### src/source/axi3_pkg.sv
package axi3_pkg;

    // =========================================================================
    // AXI3 encodings
    // =========================================================================

    // Transfer size code carried on AxSIZE
    typedef enum logic [2:0] {
        SIZE_1BYTE    = 3'd0,
        SIZE_2BYTES   = 3'd1,
        SIZE_4BYTES   = 3'd2,
        SIZE_8BYTES   = 3'd3,
        SIZE_16BYTES  = 3'd4,
        SIZE_32BYTES  = 3'd5,
        SIZE_64BYTES  = 3'd6,
        SIZE_128BYTES = 3'd7
    } axsize_t;

    // Response code on BRESP and RRESP
    typedef enum logic [1:0] {
        OKAY   = 2'b00,
        EXOKAY = 2'b01,
        SLVERR = 2'b10,
        DECERR = 2'b11
    } resp_t;

    // =========================================================================
    // Bridge command kind
    // =========================================================================

    typedef enum logic {
        OP_READ  = 1'b0,
        OP_WRITE = 1'b1
    } opcode_t;

    // Bytes per beat for a size code
    function automatic int get_word_size(axsize_t size);
        return 1 << int'(size);
    endfunction

endpackage : axi3_pkg

### src/source/mem_req_decode.sv
module mem_req_decode #(
    parameter axi3_pkg::axsize_t SIZE = axi3_pkg::SIZE_8BYTES,
    parameter int MEM_ADDR_WID = 12,
    localparam int DATA_BYTES = axi3_pkg::get_word_size(SIZE),
    localparam int DATA_WID = 8 * DATA_BYTES,
    localparam int ADDR_WID = MEM_ADDR_WID + $clog2(DATA_BYTES)
) (
    input  logic                    clk,
    input  logic                    reset,
    // Client request
    input  logic                    req,
    input  logic                    wr,
    input  logic [MEM_ADDR_WID-1:0] addr,
    input  logic [DATA_WID-1:0]     wr_data,
    // Completion from the result stage
    input  logic                    ack,
    output logic                    busy,
    // Command towards the execute stage
    output logic                    cmd_valid,
    output axi3_pkg::opcode_t       cmd_op,
    output logic [ADDR_WID-1:0]     cmd_addr,
    output logic [DATA_WID-1:0]     cmd_data
);
    import axi3_pkg::*;

    // Byte offset bits below the word address
    localparam int OFFSET = $clog2(DATA_BYTES);

    logic accept;

    // Ack frees the slot for a request in the same cycle
    assign accept = req && (!busy || ack);

    // Busy level and command strobe
    always_ff @(posedge clk) begin
        if (reset) begin
            busy      <= 1'b0;
            cmd_valid <= 1'b0;
        end else begin
            cmd_valid <= accept;
            if (accept) begin
                busy <= 1'b1;
            end else if (ack) begin
                busy <= 1'b0;
            end
        end
    end

    // Command payload, word address turned into a byte address
    always_ff @(posedge clk) begin
        if (accept) begin
            cmd_op   <= wr ? OP_WRITE : OP_READ;
            cmd_addr <= ADDR_WID'(addr) << OFFSET;
            cmd_data <= wr_data;
        end
    end

    // Only one request in flight until the result stage acks it
    a_req_while_busy: assert property (@(posedge clk) disable iff (reset)
        req |-> (!busy || ack));

endmodule : mem_req_decode

### config.mk
export PLATFORM = sky130hd
export DESIGN_NAME = mem_req_decode
export DESIGN_NICKNAME = d
export VERILOG_FILES = /design/src/source/axi3_pkg.sv /design/src/source/mem_req_decode.sv
export SDC_FILE = /design/constraint.sdc
export NUM_CORES = 1
export LEC_CHECK = 0
export ABC_CLOCK_PERIOD_IN_PS = 3100
export BUFFER_PORTS_ARGS = -buffer_cell sky130_fd_sc_hd__buf_2
export CAP_MARGIN = 20
export CORE_MARGIN = 2
export CORE_UTILIZATION = 35
export CTS_CLUSTER_SIZE = 8
export DETAILED_ROUTE_END_ITERATION = 8
export PLACE_DENSITY = 0.72
export SKIP_CTS_REPAIR_TIMING = 1
export SLEW_MARGIN = 25
export SYNTH_ARGS = -nofsm -noshare
export SYNTH_HDL_FRONTEND = slang
export SYNTH_SLANG_ARGS = --single-unit
export TNS_END_PERCENT = 10
### constraint.sdc
create_clock -name clk -period 3.1 [get_ports clk]
set_input_delay 0.62 -clock clk [delete_from_list [all_inputs] [get_ports clk]]
set_output_delay 0.62 -clock clk [all_outputs]
set_load 0.05 [all_outputs]
==> impl_metrics.csv <==
group,metric,value,unit
worst_setup_path,path_max_fanout,2,
placement,place_area,0.003323,sq mm
finish,fin_area,0.003541,sq mm
worst_hold_path,hold_end,"cmd_data[36]",
synth,ys_seq_area_frac,0.9721,
pwr,ir_worst_vdd,0.0003959,V
finish,areaGrowthSynthToFinish,46.33,%
grt,overflow,0,
clocking,root_buffer,"clkbuf_8",
detailed_routing,top_layer,"met4",
worst_setup_path,max_stage_delay,0.37,ns
worst_setup_path,path_cells,"buf_2",
detailed_routing,route.layer.met1.wl,1683,microns
worst_setup_path,reg2reg_from,"busy",
synth,ys_top_cells_by_count,"edfxtp_1 (77), buf_4 (3), dfxtp_1 (2)",
die,die_x,87.15,microns
sta,setup-tns-final,0,ns
clocking,cts_made_buffers,9,
synth,yosys_register_bits,79,
finish,diodes,0,
worst_setup_path,critical_path_required,2.48,ns
sta,setup_viol,0,
detailed_routing,drt_iter0_markers,79,
die,core_area,0.006756,sq mm
finish,regArea,0.002352,sq mm
worst_setup_path,r2r_setup_slack,1.62,ns
synth,yosys_warnings,0,
clocking,cts_tree,"yes",
sta,rsz0062_at_grt,"false",
die,fp-row-count,30,
synth,ys_top_cells_by_area,"edfxtp_1 (96%), dfxtp_1 (1.7%), buf_4 (0.93%), nand2b_4 (0.57%), nor3b_2 (0.52%)",
detailed_routing,route.met3.wl,753,microns
worst_setup_path,path_delay_family,"flip-flops",
sta,fmax,0.6236,GHz
worst_setup_path,end_kind,"output port",
placement,hpwlAfterDp,3843,microns
worst_setup_path,critical-path-slowest-cell,"dfxtp_1",
synth,synth_top_cell_area_share,0.9555,
synth,netlist_area,0.002420,sq mm
detailed_routing,met2_wirelength,2524,microns
sta,clock_skew,0.01014,ns
die,die_area,0.007595,sq mm
placement,port_buffers,159,
die,die_h,87.15,microns
synth,synth_edf_count,77,
sta,fin_crit_sh,0.5173,
clocking,insertion_delay,0.34,ns
worst_hold_path,hold_depth,1,
synth,ys.flop_type,"edfxtp_1",
status,outcome,"finished, final reports clean",
die,initial_core_util,0.3581,
worst_hold_path,hp-start,"wr_data[36]",
clocking,htree_levels,3,
grt,grt_pass1_wl,7272,microns
worst_setup_path,cp.arrival,0.98,ns
clocking,clkSinkCount,79,
detailed_routing,wl_per_cell,14.82,microns
grt,antenna_found_initial,0,
synth,yosysMostFrequentCell,"edfxtp_1",
sta,drv_slew,0,
synth,synth_top_area_cell,"edfxtp_1",
finish,multi_input_area,51.30,sq um
grt,grt_max_degree,46,
grt,grt_pass1_vias,1526,
placement,place.gp.congestion,0.7303,
synth,synthCells,88,
finish,nFillCells,570,
detailed_routing,drcViolationCount,0,
detailed_routing,dr_total_vias,1430,
sta,hold_violations,0,
detailed_routing,first_pass_iters,4,
worst_hold_path,hp-class,"in -> reg",
detailed_routing,ant_nets,0,
worst_setup_path,crit_buf_inv,1,
synth,syn_avg_cell_area,27.50,sq um
worst_setup_path,reg2reg_to,"cmd_data[62]",
detailed_routing,wirelength,5068,microns
sta,finalCriticalPeriod,1.604,ns
worst_setup_path,critPathKind,"reg -> out",
detailed_routing,avgViaCountPerCell,4.181,
die,io_pins,163,
clocking,cts.reportedPaths.clkPinSlew,0.09,ns
synth,async_flop_share,0,
worst_setup_path,startpoint_type,"register",
clocking,cts_buffer_depth,2,
synth,yosysUniqueCellTypes,9,
worst_setup_path,r2r_cells,3,
finish,drive_gt1_frac,0.6794,
flow_run,drv_cap,0,
pwr,p_leak,1.537,nW
sta,worst_hold_slack,0.4459,ns
grt,grtUsageTotal,0.1357,
pwr,powerDensity,688.4,mW/mm^2
finish,final_nets,339,
routing by layer:
layer	up-vias	global-route usage
li1	680	-
met1	648	0.1357
met2	92	0.2068
met3	10	0.1005
met4	0	0.07133
met5	-	0
report_power, final:
group	internal, W	switching [W]	total, W
registers	0.00124	0.0000132	0.00126
logic	0.0000797	0.000280	0.000360
clock network	0.000456	0.000364	0.000820
total	0.00178	0.000657	0.00244
logic make-up after synthesis:
kind of cell,after synthesis,synth area share
flip-flops,79,0.9721
buffers and inverters,4,0.01086
AND/OR/NAND/NOR,3,0.01344
AO/OA/AOI/OAI,1,0.002066
other,1,0.001550
metrics by stage:
| step | util | power [W] | instances | setup slack, ns |
|---|---|---|---|---|
| floorplan | - | 0.001535 | 90 | 0.1113 |
| finish | 0.5241 | 0.002437 | 342 | 1.496 |
| detailed placement | 0.4919 | 0.001646 | 327 | 1.192 |
| CTS | 0.5241 | 0.002467 | 342 | 1.471 |
| global placement | 0.4919 | 0.001640 | 327 | 1.223 |
| global route | 0.5241 | 0.002530 | 342 | 1.437 |
area by class of cell:
type,instances,area share
Tap cell,80,0.02827
Sequential cell,79,0.6643
Multi-Input combinational cell,7,0.01449
Clock buffer,9,0.03498
Clock inverter,6,0.02650
Inverter,1,0.001060
Timing Repair Buffer,160,0.2304
state kept, by name, indices dropped and copies added, names as in the netlist:
register / count
busy: 1
cmd_addr: 12
cmd_op: 1
cmd_data: 64
cmd_valid: 1
worst max-delay path by stage:
| stage | from | end | slack (ns) | depth (start not counted) |
|---|---|---|---|---|
| 5_1_grt | busy | busy | 1.44 | 1 |
| 2_1_floorplan | ack | cmd_addr[10] | 0.11 | 2 |
| 3_5_place_dp | ack | cmd_data[8] | 1.19 | 4 |
| 4_1_cts | busy | busy | 1.47 | 1 |
| 6_report | busy | busy | 1.50 | 1 |
| 3_3_place_gp | ack | cmd_data[47] | 1.22 | 4 |
cells in the final DEF (no fill, tap or decap), drive strengths merged:
cell type,n
buf,160
edfxtp,77
clkbuf,9
conb,3
inv,3
dfxtp,2
bufinv,2
nand2b,1
and2,1
a21oi,1
nor3b,1
clkinv,1
clkinvlp,1
Power figures use the tool's default switching activity.
