--- src/source/axi3_pkg.sv ---
package axi3_pkg;

    // =========================================================================
    // AXI3 encodings
    // =========================================================================

    // Transfer size code carried on AxSIZE
    typedef enum logic [2:0] {
        SIZE_1BYTE    = 3'd0,
        SIZE_2BYTES   = 3'd1,
        SIZE_4BYTES   = 3'd2,
        SIZE_8BYTES   = 3'd3,
        SIZE_16BYTES  = 3'd4,
        SIZE_32BYTES  = 3'd5,
        SIZE_64BYTES  = 3'd6,
        SIZE_128BYTES = 3'd7
    } axsize_t;

    // Response code on BRESP and RRESP
    typedef enum logic [1:0] {
        OKAY   = 2'b00,
        EXOKAY = 2'b01,
        SLVERR = 2'b10,
        DECERR = 2'b11
    } resp_t;

    // =========================================================================
    // Bridge command kind
    // =========================================================================

    typedef enum logic {
        OP_READ  = 1'b0,
        OP_WRITE = 1'b1
    } opcode_t;

    // Bytes per beat for a size code
    function automatic int get_word_size(axsize_t size);
        return 1 << int'(size);
    endfunction

endpackage : axi3_pkg

--- src/source/axi3_channel_execute.sv ---
module axi3_channel_execute #(
    parameter axi3_pkg::axsize_t SIZE = axi3_pkg::SIZE_8BYTES,
    parameter int MEM_ADDR_WID = 12,
    localparam int DATA_BYTES = axi3_pkg::get_word_size(SIZE),
    localparam int DATA_WID = 8 * DATA_BYTES,
    localparam int ADDR_WID = MEM_ADDR_WID + $clog2(DATA_BYTES)
) (
    input  logic                    clk,
    input  logic                    reset,
    // Command from decode
    input  logic                    cmd_valid,
    input  axi3_pkg::opcode_t       cmd_op,
    input  logic [ADDR_WID-1:0]     cmd_addr,
    input  logic [DATA_WID-1:0]     cmd_data,
    // Write address channel
    output logic                    aw_valid,
    input  logic                    aw_ready,
    output logic [ADDR_WID-1:0]     aw_addr,
    output axi3_pkg::axsize_t       aw_size,
    output logic [3:0]              aw_len,
    // Write data channel
    output logic                    w_valid,
    input  logic                    w_ready,
    output logic [DATA_WID-1:0]     w_data,
    output logic [DATA_BYTES-1:0]   w_strb,
    output logic                    w_last,
    // Write response channel
    input  logic                    b_valid,
    output logic                    b_ready,
    input  axi3_pkg::resp_t         b_resp,
    // Read address channel
    output logic                    ar_valid,
    input  logic                    ar_ready,
    output logic [ADDR_WID-1:0]     ar_addr,
    output axi3_pkg::axsize_t       ar_size,
    output logic [3:0]              ar_len,
    // Read data channel
    input  logic                    r_valid,
    output logic                    r_ready,
    input  logic [DATA_WID-1:0]     r_data,
    input  axi3_pkg::resp_t         r_resp,
    input  logic                    r_last,
    // Completion towards the result stage
    output logic                    done,
    output axi3_pkg::opcode_t       done_op,
    output axi3_pkg::resp_t         done_resp,
    output logic [DATA_WID-1:0]     done_data
);
    import axi3_pkg::*;

    typedef enum logic [1:0] {
        ST_IDLE,
        ST_ADDR,
        ST_WAIT_B,
        ST_WAIT_R
    } state_t;

    state_t                state;
    opcode_t               op;
    logic [ADDR_WID-1:0]   addr_q;
    logic [DATA_WID-1:0]   data_q;
    // AW and W may complete in different cycles
    logic                  aw_done;
    logic                  w_done;

    // =========================================================================
    // Transaction FSM
    // =========================================================================
    always_ff @(posedge clk) begin
        if (reset) begin
            state   <= ST_IDLE;
            aw_done <= 1'b0;
            w_done  <= 1'b0;
        end else begin
            case (state)
                ST_IDLE: begin
                    aw_done <= 1'b0;
                    w_done  <= 1'b0;
                    if (cmd_valid) begin
                        state <= ST_ADDR;
                    end
                end
                ST_ADDR: begin
                    if (op == OP_WRITE) begin
                        if (aw_valid && aw_ready) begin
                            aw_done <= 1'b1;
                        end
                        if (w_valid && w_ready) begin
                            w_done <= 1'b1;
                        end
                        // Both beats taken, now or earlier
                        if ((aw_done || aw_ready) && (w_done || w_ready)) begin
                            state <= ST_WAIT_B;
                        end
                    end else if (ar_ready) begin
                        state <= ST_WAIT_R;
                    end
                end
                ST_WAIT_B: if (b_valid) state <= ST_IDLE;
                ST_WAIT_R: if (r_valid) state <= ST_IDLE;
                default:   state <= ST_IDLE;
            endcase
        end
    end

    // Command held for the whole transaction
    always_ff @(posedge clk) begin
        if (state == ST_IDLE && cmd_valid) begin
            op     <= cmd_op;
            addr_q <= cmd_addr;
            data_q <= cmd_data;
        end
    end

    // Channel outputs
    assign aw_valid = (state == ST_ADDR) && (op == OP_WRITE) && !aw_done;
    assign w_valid  = (state == ST_ADDR) && (op == OP_WRITE) && !w_done;
    assign ar_valid = (state == ST_ADDR) && (op == OP_READ);
    assign aw_addr  = addr_q;
    assign ar_addr  = addr_q;
    assign aw_size  = SIZE;
    assign ar_size  = SIZE;
    // Single beat, full word
    assign aw_len   = 4'd0;
    assign ar_len   = 4'd0;
    assign w_data   = data_q;
    assign w_strb   = '1;
    assign w_last   = 1'b1;
    assign b_ready  = (state == ST_WAIT_B);
    assign r_ready  = (state == ST_WAIT_R);

    // Completion in the cycle of the B or R beat
    assign done      = (b_valid && b_ready) || (r_valid && r_ready);
    assign done_op   = op;
    assign done_resp = (state == ST_WAIT_R) ? r_resp : b_resp;
    assign done_data = r_data;

    // Payload stable while a stalled valid waits for ready
    a_aw_hold: assert property (@(posedge clk) disable iff (reset)
        aw_valid && !aw_ready |=> aw_valid && $stable(aw_addr));
    a_w_hold: assert property (@(posedge clk) disable iff (reset)
        w_valid && !w_ready |=> w_valid && $stable(w_data));
    a_ar_hold: assert property (@(posedge clk) disable iff (reset)
        ar_valid && !ar_ready |=> ar_valid && $stable(ar_addr));
    // Slave closes every read with its only beat
    a_r_last: assert property (@(posedge clk) disable iff (reset)
        r_valid && r_ready |-> r_last);

endmodule : axi3_channel_execute

--- config.mk ---
export PLATFORM = sky130hd
export DESIGN_NAME = axi3_channel_execute
export DESIGN_NICKNAME = d
export VERILOG_FILES = /design/src/source/axi3_pkg.sv /design/src/source/axi3_channel_execute.sv
export SDC_FILE = /design/constraint.sdc
export NUM_CORES = 1
export LEC_CHECK = 0
export BUFFER_PORTS_ARGS = -buffer_cell sky130_fd_sc_hd__buf_2
export CAP_MARGIN = 0
export CORE_AREA = 2 2 134 136
export DETAILED_ROUTE_END_ITERATION = 10
export DIE_AREA = 0 0 136 138
export GPL_ROUTABILITY_DRIVEN = 0
export PLACE_DENSITY = 0.61
export SETUP_SLACK_MARGIN = 0.15
export SLEW_MARGIN = 20
export SYNTH_ARGS = -nofsm -noshare
export SYNTH_HDL_FRONTEND = slang
export SYNTH_SLANG_ARGS = --single-unit
--- constraint.sdc ---
create_clock -name clk -period 9.39 [get_ports clk]
set_clock_uncertainty 0.2 [all_clocks]
set_input_delay 0.939 -clock clk [delete_from_list [all_inputs] [get_ports clk]]
set_output_delay 0.939 -clock clk [all_outputs]
set_load 0.1 [all_outputs]
==> results.sh <==
export IMPL_drv_slew=0
export IMPL_cp_slowest_cell="buf_2"
export IMPL_die_area_um2=18770
export IMPL_globalRouteMet1Util_pct=7.928
export IMPL_die_height_um=138
export IMPL_synth_xor_area_share_pct=0
export IMPL_intPower_uw=691.0
export IMPL_portBuffers=194
export IMPL_cp_buffers_inverters=2
export IMPL_crit_arrival_ps=1790
export IMPL_clk_pin_slew_ps=60
export IMPL_cp_cell_sequence="buf_2 > nor2_1 > nor3_1 > buf_2"
export IMPL_synthAdderAreaFrac_pct=0
export IMPL_cp_common_cell="buf_2"
export IMPL_wl_mm=7.797
export IMPL_areaGrowthSynthToFinish_pct=25.18
export IMPL_drtIter0Drc=85
export IMPL_io_pins=347
export IMPL_num_rows=49
export IMPL_detail_route_wl_per_cell_um=13.44
export IMPL_grt_overflow=0
export IMPL_grt_pass1_vias=2034
export IMPL_yosys_register_bits=84
export IMPL_fillCellCount=1861
export IMPL_fin_nets=503
export IMPL_cts_setup_buffers=0
export IMPL_start_util_pct=19.89
export IMPL_drtAntennaViolNets=0
export IMPL_post_place_ws_ps=6479
export IMPL_comb_power_share_pct=28.9
export IMPL_drive_gt1_share_pct=62.96
export IMPL_yosysWarningCount=0
export IMPL_viasPerCell=3.490
export IMPL_finalHoldViolCount=0
export IMPL_die_w_um=136
export IMPL_first_pass_iters=4
export IMPL_hp_class="reg2reg"
export IMPL_crit_type="in2out"
export IMPL_holdBufCountCts=0
export IMPL_maxCapViolCount=0
export IMPL_met2_usage_pct=13.09
export IMPL_cts_resized=0
export IMPL_startpoint_type="input pin"
export IMPL_clockBufferDepth=2
export IMPL_p_switching_uw=453.0
export IMPL_rsz0062_at_grt="no"
export IMPL_multi_input_area_um2=306.5
export IMPL_avgSynthCellArea_um2=15.71
export IMPL_worstMarginPinSlew_ps=782.5
export IMPL_drc=0
export IMPL_cts_sinks=84
export IMPL_dr_total_vias=2024
export IMPL_p_per_area_nw_per_um2=262.0
export IMPL_fmax_mhz=341.8
export IMPL_synth_top_family_by_area="buffers and inverters"
export IMPL_grt_max_degree=64
export IMPL_synthDistinctLibCells=25
export IMPL_finalCritPeriodShare_pct=31.16
export IMPL_end_kind="output pin"
export IMPL_fin_crit_ps=2926
export IMPL_track_usage_pct=7.947
export IMPL_clock_latency_ps=340
export IMPL_root_buffer="clkbuf_16"
export IMPL_htree_levels=3
export IMPL_busiest_layer="met2"
export IMPL_synth_cells=222
export IMPL_synthSimpleGateAreaFrac_pct=2.977
export IMPL_netlist_area_um2=3488
export IMPL_hpwl_mm=6.126
export IMPL_swShare_pct=39.60
export IMPL_ir_worst_vdd_uv=97.25
export IMPL_tns_ps=0
export IMPL_status="complete, no violations"
export IMPL_n_antenna_cell=0
export IMPL_worst_path_max_fanout=3
export IMPL_synthMuxAreaShare_pct=0.6456
export IMPL_p_leak_nw=1.874
export IMPL_max_slew_margin_pct=47.83
export IMPL_critPathTopFamily="buffers and inverters"
export IMPL_pwr_share_seq_pct=39.6
export IMPL_fin_ws_ps=6464
export IMPL_cts_buffers=9
export IMPL_cts_tree="built"
export IMPL_worstPathRequired_ps=8250
export IMPL_seq_area_frac_synth_pct=71.16
export IMPL_power_frac_clock_pct=31.5
export IMPL_max_stage_delay_ps=470
export IMPL_use_met3_pct=4.107
export IMPL_grt_pass1_wl_mm=10.85
export IMPL_setup_viol=0
export IMPL_coreArea_um2=17530
export IMPL_synth_compound_area_share_pct=2.618
export IMPL_grt_antenna_before_repair=2
export IMPL_regArea_um2=2482
## final timing paths
kind	from	endpoint	slack [ps]	cells past startpoint
max reg2reg	state[0]$_SDFFE_PP0P_	w_data[35]$_DFFE_PP_	7100	3
max	b_valid	done	6460	4
min reg2reg	aw_done$_SDFFE_PP0P_	aw_done$_SDFFE_PP0P_	350	2
min	aw_done$_SDFFE_PP0P_	aw_done$_SDFFE_PP0P_	350	2
## cells in the final DEF (no fill, tap or decap), drive strengths merged
master    count
nor2          5
inv           6
and2b         1
clkinvlp      1
dfxtp         4
conb         23
clkbuf        9
o221a         1
a21oi         3
nor3          3
nand3b        1
o21ai         1
edfxtp       80
and2          2
clkinv        1
nand2         1
nor3b         2
o21bai        1
bufinv        1
nor2b         2
a211oi        2
buf         195
mux2          2
o211ai        1
o22ai         3
## cells by family after synthesis
family          count (synthesis)
buf+inv                       105
flops                          84
simple gates                   17
compound gates                 12
mux                             2
other cells                     2
## layout make-up
type                    instances  share of cell area (%)
repair buffers                195                   22.41
inverters                       2                  0.1719
clock buffers                   9                   5.158
multi-input cells              54                   7.020
well taps                     229                   6.562
clock inverters                 7                   1.834
flip-flops and latches         84                   56.85
## metrics by stage
step	cells	utilization [%]	cell area [um2]	power (mW)	hold slack, ps
finish	580	24.90	4367	1.144	346.3
floorplan	243	-	3567	0.8816	307.2
global route	580	24.90	4367	1.189	376.3
global placement	564	23.16	4061	0.7910	328.2
CTS	580	24.90	4367	1.164	351.8
detailed placement	564	23.16	4061	0.7937	341.9
## tightest hold or removal path, delay by kind of cell (launching register included)
family          cells  cell delay [ps]
flops               1              330
compound gates      1              120
simple gates        1               50
## power groups by stage
stage / Combinational, mW / Sequential [mW] / Clock, mW
CTS: 0.333 / 0.453 / 0.379
global placement: 0.331 / 0.460 / 0
detailed placement: 0.333 / 0.461 / 0
floorplan: 0.247 / 0.634 / 0
finish: 0.331 / 0.453 / 0.361
global route: 0.340 / 0.456 / 0.393
## synth_stat cells
| library cell | instances | area share, % |
|---|---|---|
| dfxtp_1 | 4 | 2.3 |
| o21bai_1 | 1 | 0.22 |
| nand3b_2 | 1 | 0.32 |
| mux2_2 | 2 | 0.65 |
| nor2b_1 | 2 | 0.36 |
| o211ai_1 | 1 | 0.22 |
| nor3_1 | 3 | 0.43 |
| edfxtp_1 | 80 | 69 |
| o22ai_1 | 2 | 0.36 |
| a21oi_1 | 3 | 0.43 |
| nor2_1 | 5 | 0.54 |
| and2_1 | 1 | 0.18 |
| nor3b_2 | 1 | 0.36 |
| o221a_2 | 1 | 0.32 |
| and2_2 | 1 | 0.22 |
| conb_1 | 2 | 0.22 |
| a211oi_2 | 1 | 0.36 |
| o21ai_0 | 1 | 0.14 |
| buf_4 | 103 | 22 |
| inv_1 | 2 | 0.22 |
| a211oi_1 | 1 | 0.22 |
| o22ai_2 | 1 | 0.36 |
| and2b_2 | 1 | 0.25 |
| nand2_1 | 1 | 0.11 |
| nor3b_1 | 1 | 0.22 |
## flip-flops by register name (all words and copies together) (netlist names)
signal and flops:
ar_addr 15, aw_done 1, w_data 64, w_done 1, done_op 1, state 2
## routing by layer
layer / vias to the layer above / share of wire (%) / wire length [um]
met5: - / 0 / 0
met4: 0 / 3.1 / 245
met3: 13 / 12 / 956
met2: 170 / 49 / 3838
met1: 939 / 35 / 2757
li1: 902 / - / -
(Power assumes the default switching activity.)
