File: config.mk
export PLATFORM = sky130hd
export DESIGN_NAME = mem_resp_result
export DESIGN_NICKNAME = d
export VERILOG_FILES = /design/src/source/axi3_pkg.sv /design/src/source/mem_resp_result.sv
export SDC_FILE = /design/constraint.sdc
export NUM_CORES = 1
export LEC_CHECK = 0
export BUFFER_PORTS_ARGS = -buffer_cell sky130_fd_sc_hd__buf_2
export CAP_MARGIN = 0
export CELL_PAD_IN_SITES_DETAIL_PLACEMENT = 1
export CELL_PAD_IN_SITES_GLOBAL_PLACEMENT = 1
export CORE_AREA = 5 5 67 129
export CTS_CLUSTER_SIZE = 14
export DETAILED_ROUTE_END_ITERATION = 16
export DIE_AREA = 0 0 72 134
export PLACE_DENSITY = 0.74
export SLEW_MARGIN = 40
export SYNTH_ARGS = -nofsm -noshare
export SYNTH_HDL_FRONTEND = slang
export SYNTH_SLANG_ARGS = --single-unit
File: constraint.sdc
create_clock -name clk -period 1.5 [get_ports clk]
set_input_delay 0.45 -clock clk [delete_from_list [all_inputs] [get_ports clk]]
set_output_delay 0.45 -clock clk [all_outputs]
set_load 0.01 [all_outputs]
File: src/source/axi3_pkg.sv
package axi3_pkg;

    // =========================================================================
    // AXI3 encodings
    // =========================================================================

    // Transfer size code carried on AxSIZE
    typedef enum logic [2:0] {
        SIZE_1BYTE    = 3'd0,
        SIZE_2BYTES   = 3'd1,
        SIZE_4BYTES   = 3'd2,
        SIZE_8BYTES   = 3'd3,
        SIZE_16BYTES  = 3'd4,
        SIZE_32BYTES  = 3'd5,
        SIZE_64BYTES  = 3'd6,
        SIZE_128BYTES = 3'd7
    } axsize_t;

    // Response code on BRESP and RRESP
    typedef enum logic [1:0] {
        OKAY   = 2'b00,
        EXOKAY = 2'b01,
        SLVERR = 2'b10,
        DECERR = 2'b11
    } resp_t;

    // =========================================================================
    // Bridge command kind
    // =========================================================================

    typedef enum logic {
        OP_READ  = 1'b0,
        OP_WRITE = 1'b1
    } opcode_t;

    // Bytes per beat for a size code
    function automatic int get_word_size(axsize_t size);
        return 1 << int'(size);
    endfunction

endpackage : axi3_pkg

File: src/source/mem_resp_result.sv
module mem_resp_result #(
    parameter axi3_pkg::axsize_t SIZE = axi3_pkg::SIZE_8BYTES,
    localparam int DATA_BYTES = axi3_pkg::get_word_size(SIZE),
    localparam int DATA_WID = 8 * DATA_BYTES
) (
    input  logic                clk,
    input  logic                reset,
    // Completion from execute
    input  logic                done,
    input  axi3_pkg::opcode_t   done_op,
    input  axi3_pkg::resp_t     done_resp,
    input  logic [DATA_WID-1:0] done_data,
    // Client response
    output logic                ack,
    output logic [DATA_WID-1:0] rd_data,
    output logic                error
);
    import axi3_pkg::*;

    logic resp_bad;
    logic keep_data;

    // Anything but OKAY counts as a failure
    assign resp_bad  = (done_resp != OKAY);
    // Only a clean read returns data
    assign keep_data = (done_op == OP_READ) && !resp_bad;

    // =========================================================================
    // Acknowledge and status
    // =========================================================================
    always_ff @(posedge clk) begin
        if (reset) begin
            ack   <= 1'b0;
            error <= 1'b0;
        end else begin
            ack <= done;
            if (done) begin
                error <= resp_bad;
            end
        end
    end

    // Read data, zero for writes and errored reads
    always_ff @(posedge clk) begin
        if (done) begin
            rd_data <= keep_data ? done_data : '0;
        end
    end

endmodule : mem_resp_result

==> results of run 1 <==
==> layer usage <==
layer,GRT usage,share of wire,up-vias
li1,-,-,782
met1,0.109,0.31,749
met2,0.219,0.57,83
met3,0.0443,0.091,8
met4,0.0764,0.023,0
met5,0,0,-
==> report_power, final <==
part           internal [mW]  switching (mW)  leakage, nW
clock                   1.26           0.674        0.137
combinational          0.184           0.191        0.800
sequential              2.15          0.0271        0.626
total                   3.59           0.893         1.56
==> registers in the layout, summed over array words and instances (netlist names) <==
name	cells
error	1
ack	1
rd_data	64
==> cell usage after synthesis, drive strengths merged <==
cell,number,area [um^2]
a211oi,1,7.51
and2,64,454
clkbuf,6,30.0
dfxtp,2,40.0
edfxtp,64,1920
nor2,2,7.51
nor2b,1,6.26
nor3,1,16.3
==> worst paths after layout <==
| kind | slack [ps] | start | depth (start not counted) | to |
|---|---|---|---|---|
| worst max-delay path | 210 | rd_data[3] | 1 | rd_data[3] |
| worst min-delay path | 300 | reset | 2 | ack |
| worst max register to register | 840 | error | 2 | error |
| worst min register to register | 510 | error | 2 | error |
==> area by class of cell <==
cell class                      instances  share of cell area
Sequential cell                        66               0.547
Timing Repair Buffer                  140               0.206
Multi-Input combinational cell         69               0.137
Clock buffer                           11              0.0649
Tap cell                               94              0.0328
Clock inverter                          4              0.0122
Antenna cell                            1            0.000697
==> per-stage QoR <==
| stage | utilization | hold slack [ps] | setup WS, ps | instances |
|---|---|---|---|---|
| finish | 0.476 | 304 | 208 | 385 |
| global route | 0.476 | 303 | 163 | 385 |
| CTS | 0.475 | 289 | 176 | 384 |
| detailed placement | 0.439 | 510 | 134 | 369 |
| global placement | 0.439 | 485 | 172 | 369 |
| floorplan | - | 515 | 319 | 141 |
==> kinds of logic (layout without fill, tap and decap cells) <==
logic type / Yosys count / count (layout) / share of synthesized area
simple gates: 68 / 68 / 0.195
other cells: 0 / 1 / 0
flops: 66 / 66 / 0.790
buf+inv: 6 / 155 / 0.0121
compound gates: 1 / 1 / 0.00302
==> flow_metrics.env, run 1 <==
export IMPL_outcome="finished clean"
export IMPL_layout_common_cells="135 x buf_2, 64 x edfxtp_1, 43 x and2_2"
export IMPL_synth_avg_cell_area_um2=17.6
export IMPL_final_seq_area_mm2=0.00196
export IMPL_syn_cell_area_mm2=0.00248
export IMPL_ys_ff_latch=66
export IMPL_cp_required_ps=1050
export IMPL_period_minus_slack_ps=1290
export IMPL_max_stage_delay_ps=370
export IMPL_synthesis_nets=211
export IMPL_cts_root_buffer="clkbuf_16"
export IMPL_drv_cap=0
export IMPL_final_common_cell="buf_2"
export IMPL_skew_ps=0
export IMPL_nNetsFinal=356
export IMPL_setup_viol=0
export IMPL_cts_made_buffers=9
export IMPL_final_max_slew_viol_count=0
export IMPL_overflow=0
export IMPL_rsz0062_at_grt="false"
export IMPL_hold_violations=0
export IMPL_antenna_found_initial=1
export IMPL_wirelength_um=5710
export IMPL_core_mm2=0.00754
export IMPL_grt_max_degree=42
export IMPL_crit_chain="buf_2"
export IMPL_fin_area_mm2=0.00359
export IMPL_start_util=0.329
export IMPL_p_total_mw=4.49
export IMPL_max_freq_mhz=774
export IMPL_holdBufCountCts=0
export IMPL_clock_path_buffers=2
export IMPL_critPathTopFamily="flip-flops"
export IMPL_cts_resized=0
export IMPL_grt_util_all_layers=0.121
export IMPL_first_pass_iters=4
export IMPL_dp_hpwl_um=4460
export IMPL_hold_class="input pin to register"
export IMPL_worst_pin_slew_ps=219
export IMPL_ys_warn_count=0
export IMPL_worst_path_max_fanout=1
export IMPL_p_leak_nw=1.56
export IMPL_criticalPathCategory="register to output port"
export IMPL_worst_setup_path_start_kind="register"
export IMPL_ios=136
export IMPL_numPortBuffers=135
export IMPL_die_y_um=134
export IMPL_seq_area_frac_synth=0.790
export IMPL_vias_per_cell=4.21
export IMPL_cts_tree="built"
export IMPL_slew_limit_headroom=0.854
export IMPL_multi_input_area_um2=492
export IMPL_vias=1622
export IMPL_grt_pass1_vias=1783
export IMPL_gp_congestion=0.690
export IMPL_dpl_cell_area_mm2=0.00331
export IMPL_drc=0
export IMPL_drtIter0Drc=77
export IMPL_critPathSlowestCell="edfxtp_1"
export IMPL_n_fill_cell=829
export IMPL_clock_sinks=66
export IMPL_synth_cell_types=9
export IMPL_area_growth_pct=44.5
export IMPL_ant_nets=0
export IMPL_setup_worst_path_end_class="output port"
export IMPL_grt_pass1_wl_um=8620
export IMPL_die_area_mm2=0.00965
export IMPL_clk_latency_ps=310
export IMPL_wire_per_inst_um=14.8
export IMPL_clk_pin_slew_worst_paths_ps=50
export IMPL_worst_path_buf_inv=1
export IMPL_drive_gt1_frac=0.676
export IMPL_period_share=0.862
export IMPL_h_tree_depth=3
export IMPL_post_cts_setup_buffers=0
export IMPL_ir_drop_mv=0.993
export IMPL_crit_arrival_ps=840
export IMPL_netlist_instances=141
export IMPL_power_density_mw_per_mm2=1250
export IMPL_die_w_um=72
export IMPL_row_count=45
export IMPL_setup_tns_final_ps=0
Power figures use the tool's default switching activity.
==> run 2, diff against run 1 <==
--- a/config.mk
+++ b/config.mk
@@ -5,15 +5,16 @@
 export SDC_FILE = /design/constraint.sdc
 export NUM_CORES = 1
 export LEC_CHECK = 0
+export ABC_AREA = 1
 export BUFFER_PORTS_ARGS = -buffer_cell sky130_fd_sc_hd__buf_2
 export CAP_MARGIN = 0
 export CELL_PAD_IN_SITES_DETAIL_PLACEMENT = 1
 export CELL_PAD_IN_SITES_GLOBAL_PLACEMENT = 1
-export CORE_AREA = 5 5 67 129
+export CORE_AREA = 5 5 71 137
 export CTS_CLUSTER_SIZE = 14
 export DETAILED_ROUTE_END_ITERATION = 16
-export DIE_AREA = 0 0 72 134
-export PLACE_DENSITY = 0.74
+export DIE_AREA = 0 0 76 142
+export PLACE_DENSITY = 0.75
 export SLEW_MARGIN = 40
 export SYNTH_ARGS = -nofsm -noshare
 export SYNTH_HDL_FRONTEND = slang
==> flow_metrics.env, run 2 <==
export IMPL_outcome="finished clean"
export IMPL_synth_edf_count=64
export IMPL_drv_cap=0
export IMPL_reg2reg_slack_ps=900
export IMPL_cts_made_buffers=9
export IMPL_ios=136
export IMPL_cts_resized=0
export IMPL_largest_reg_flops=64
export IMPL_vias=1917
export IMPL_die_area_mm2=0.0108
export IMPL_setup_viol=0
export IMPL_start_util=0.357
export IMPL_hold_class="input pin to register"
export IMPL_whs_path_depth=2
export IMPL_yosysMostFrequentCell="inv_1"
export IMPL_ant_nets=0
export IMPL_ir_drop_mv=0.683
export IMPL_criticalPathCategory="register to output port"
export IMPL_r2r_end="error"
export IMPL_hold_violations=0
export IMPL_final_max_slew_viol_count=0
export IMPL_synth_avg_cell_area_um2=14.6
export IMPL_synth_flop_cell="edfxtp_1"
export IMPL_grt_util_all_layers=0.134
export IMPL_syn_cell_area_mm2=0.00307
export IMPL_critPathSlowestCell="edfxtp_1"
export IMPL_nNetsFinal=429
export IMPL_reg_top3="rd_data: 64 flops, ack: 1 flops, error: 1 flops"
export IMPL_period_minus_slack_ps=1330
export IMPL_crit_arrival_ps=880
export IMPL_wirelength_um=7140
export IMPL_clock_path_buffers=2
export IMPL_power_density_mw_per_mm2=1090
export IMPL_slew_limit_headroom=0.822
export IMPL_setup_tns_final_ps=0
export IMPL_holdWs_ps=301
export IMPL_worst_path_max_fanout=1
export IMPL_synthesis_nets=280
export IMPL_diodes=0
export IMPL_synthTopCellsByArea="edfxtp_1 63%, nor2_4 22%, inv_1 8.2%, buf_12 3.9%, dfxtp_1 1.3%"
export IMPL_regMostFlops="rd_data"
export IMPL_grt_pass1_vias=2168
export IMPL_numPortBuffers=135
export IMPL_drive_gt1_frac=0.593
export IMPL_synthTopCellsByCount="67 x inv_1, 64 x edfxtp_1, 60 x nor2_4"
export IMPL_synth_top_cell_area_share=0.627
export IMPL_setup_worst_path_end_class="output port"
export IMPL_h_tree_depth=3
export IMPL_p_leak_nw=1.88
export IMPL_drc=0
export IMPL_synth_cell_types=10
export IMPL_cp_required_ps=1050
export IMPL_worst_path_buf_inv=1
export IMPL_row_count=48
export IMPL_seq_area_frac_synth=0.640
export IMPL_cts_tree="built"
export IMPL_reg2reg_depth=2
export IMPL_rsz0062_at_grt="false"
export IMPL_antenna_found_initial=0
export IMPL_hold_start="reset"
export IMPL_worst_setup_path_start_kind="register"
export IMPL_skew_ps=0
export IMPL_synth_largest_area_cell="edfxtp_1"
export IMPL_dp_hpwl_um=5760
export IMPL_ys_ff_latch=66
export IMPL_die_y_um=142
export IMPL_dpl_cell_area_mm2=0.00388
export IMPL_worst_pin_slew_ps=267
export IMPL_clock_sinks=66
export IMPL_first_pass_iters=4
export IMPL_holdBufCountCts=0
export IMPL_clk_latency_ps=320
export IMPL_ys_warn_count=0
export IMPL_max_stage_delay_ps=400
export IMPL_vias_per_cell=4.13
export IMPL_holdPathEnd="ack"
export IMPL_area_growth_pct=35.0
export IMPL_grt_pass1_wl_um=10900
export IMPL_fin_area_mm2=0.00414
export IMPL_netlist_instances=210
export IMPL_die_w_um=76
export IMPL_gp_congestion=0.744
export IMPL_layout_common_cells="135 x buf_2, 67 x inv_1, 64 x edfxtp_1"
export IMPL_core_mm2=0.00859
export IMPL_cts_root_buffer="clkbuf_16"
export IMPL_reg2reg_from="error"
export IMPL_post_cts_setup_buffers=0
export IMPL_clk_pin_slew_worst_paths_ps=50
export IMPL_async_flop_share=0
export IMPL_grt_max_degree=50
export IMPL_drtIter0Drc=94
export IMPL_max_freq_mhz=749
export IMPL_period_share=0.890
export IMPL_wire_per_inst_um=15.4
export IMPL_critPathTopFamily="flip-flops"
export IMPL_crit_chain="buf_2"
export IMPL_final_common_cell="buf_2"
export IMPL_overflow=0
## run 2: layout make-up
class	instances	area, um^2
Tap cell	100	125
Timing Repair Buffer	145	826
Sequential cell	66	1960
Multi-Input combinational cell	70	721
Fill cell	952	4450
Inverter	67	251
Clock buffer	11	233
Clock inverter	5	21.3
## run 2: how the worst max path moves through the flow
stage	start	to	slack (ps)	cells past startpoint
floorplan	done_resp[0]	rd_data[0]	290	5
global placement	done_resp[0]	rd_data[46]	140	6
detailed placement	done_resp[0]	rd_data[16]	100	6
CTS	rd_data[18]	rd_data[18]	140	1
global route	rd_data[63]	rd_data[63]	130	1
finish	rd_data[18]	rd_data[18]	170	1
## run 2: routing by layer
layer	track usage	vias up	wire, um
li1	-	926	-
met5	0	-	0
met4	0.0826	0	297
met3	0.0488	19	453
met2	0.256	83	4270
met1	0.114	889	2120
## run 2: kinds of logic after synthesis
family          Yosys count  synth area share
buf+inv                  74             0.125
compound gates            1           0.00245
flops                    66             0.640
simple gates             69             0.233
## run 2: power breakdown
part | internal [mW] | switching (mW) | total, mW | leakage [nW]
sequential | 2.15 | 0.0343 | 2.18 | 0.626
combinational | 0.216 | 0.313 | 0.529 | 1.13
clock | 1.09 | 0.715 | 1.81 | 0.126
## run 2: stage by stage
step | util | setup slack (ps) | power, mW | std cells
after floorplan | - | 291 | 2.48 | 210
after global placement | 0.452 | 141 | 2.74 | 448
after detailed placement | 0.452 | 97.1 | 2.76 | 448
after CTS | 0.482 | 144 | 4.58 | 464
after global routing | 0.482 | 126 | 4.71 | 464
final | 0.482 | 166 | 4.52 | 464
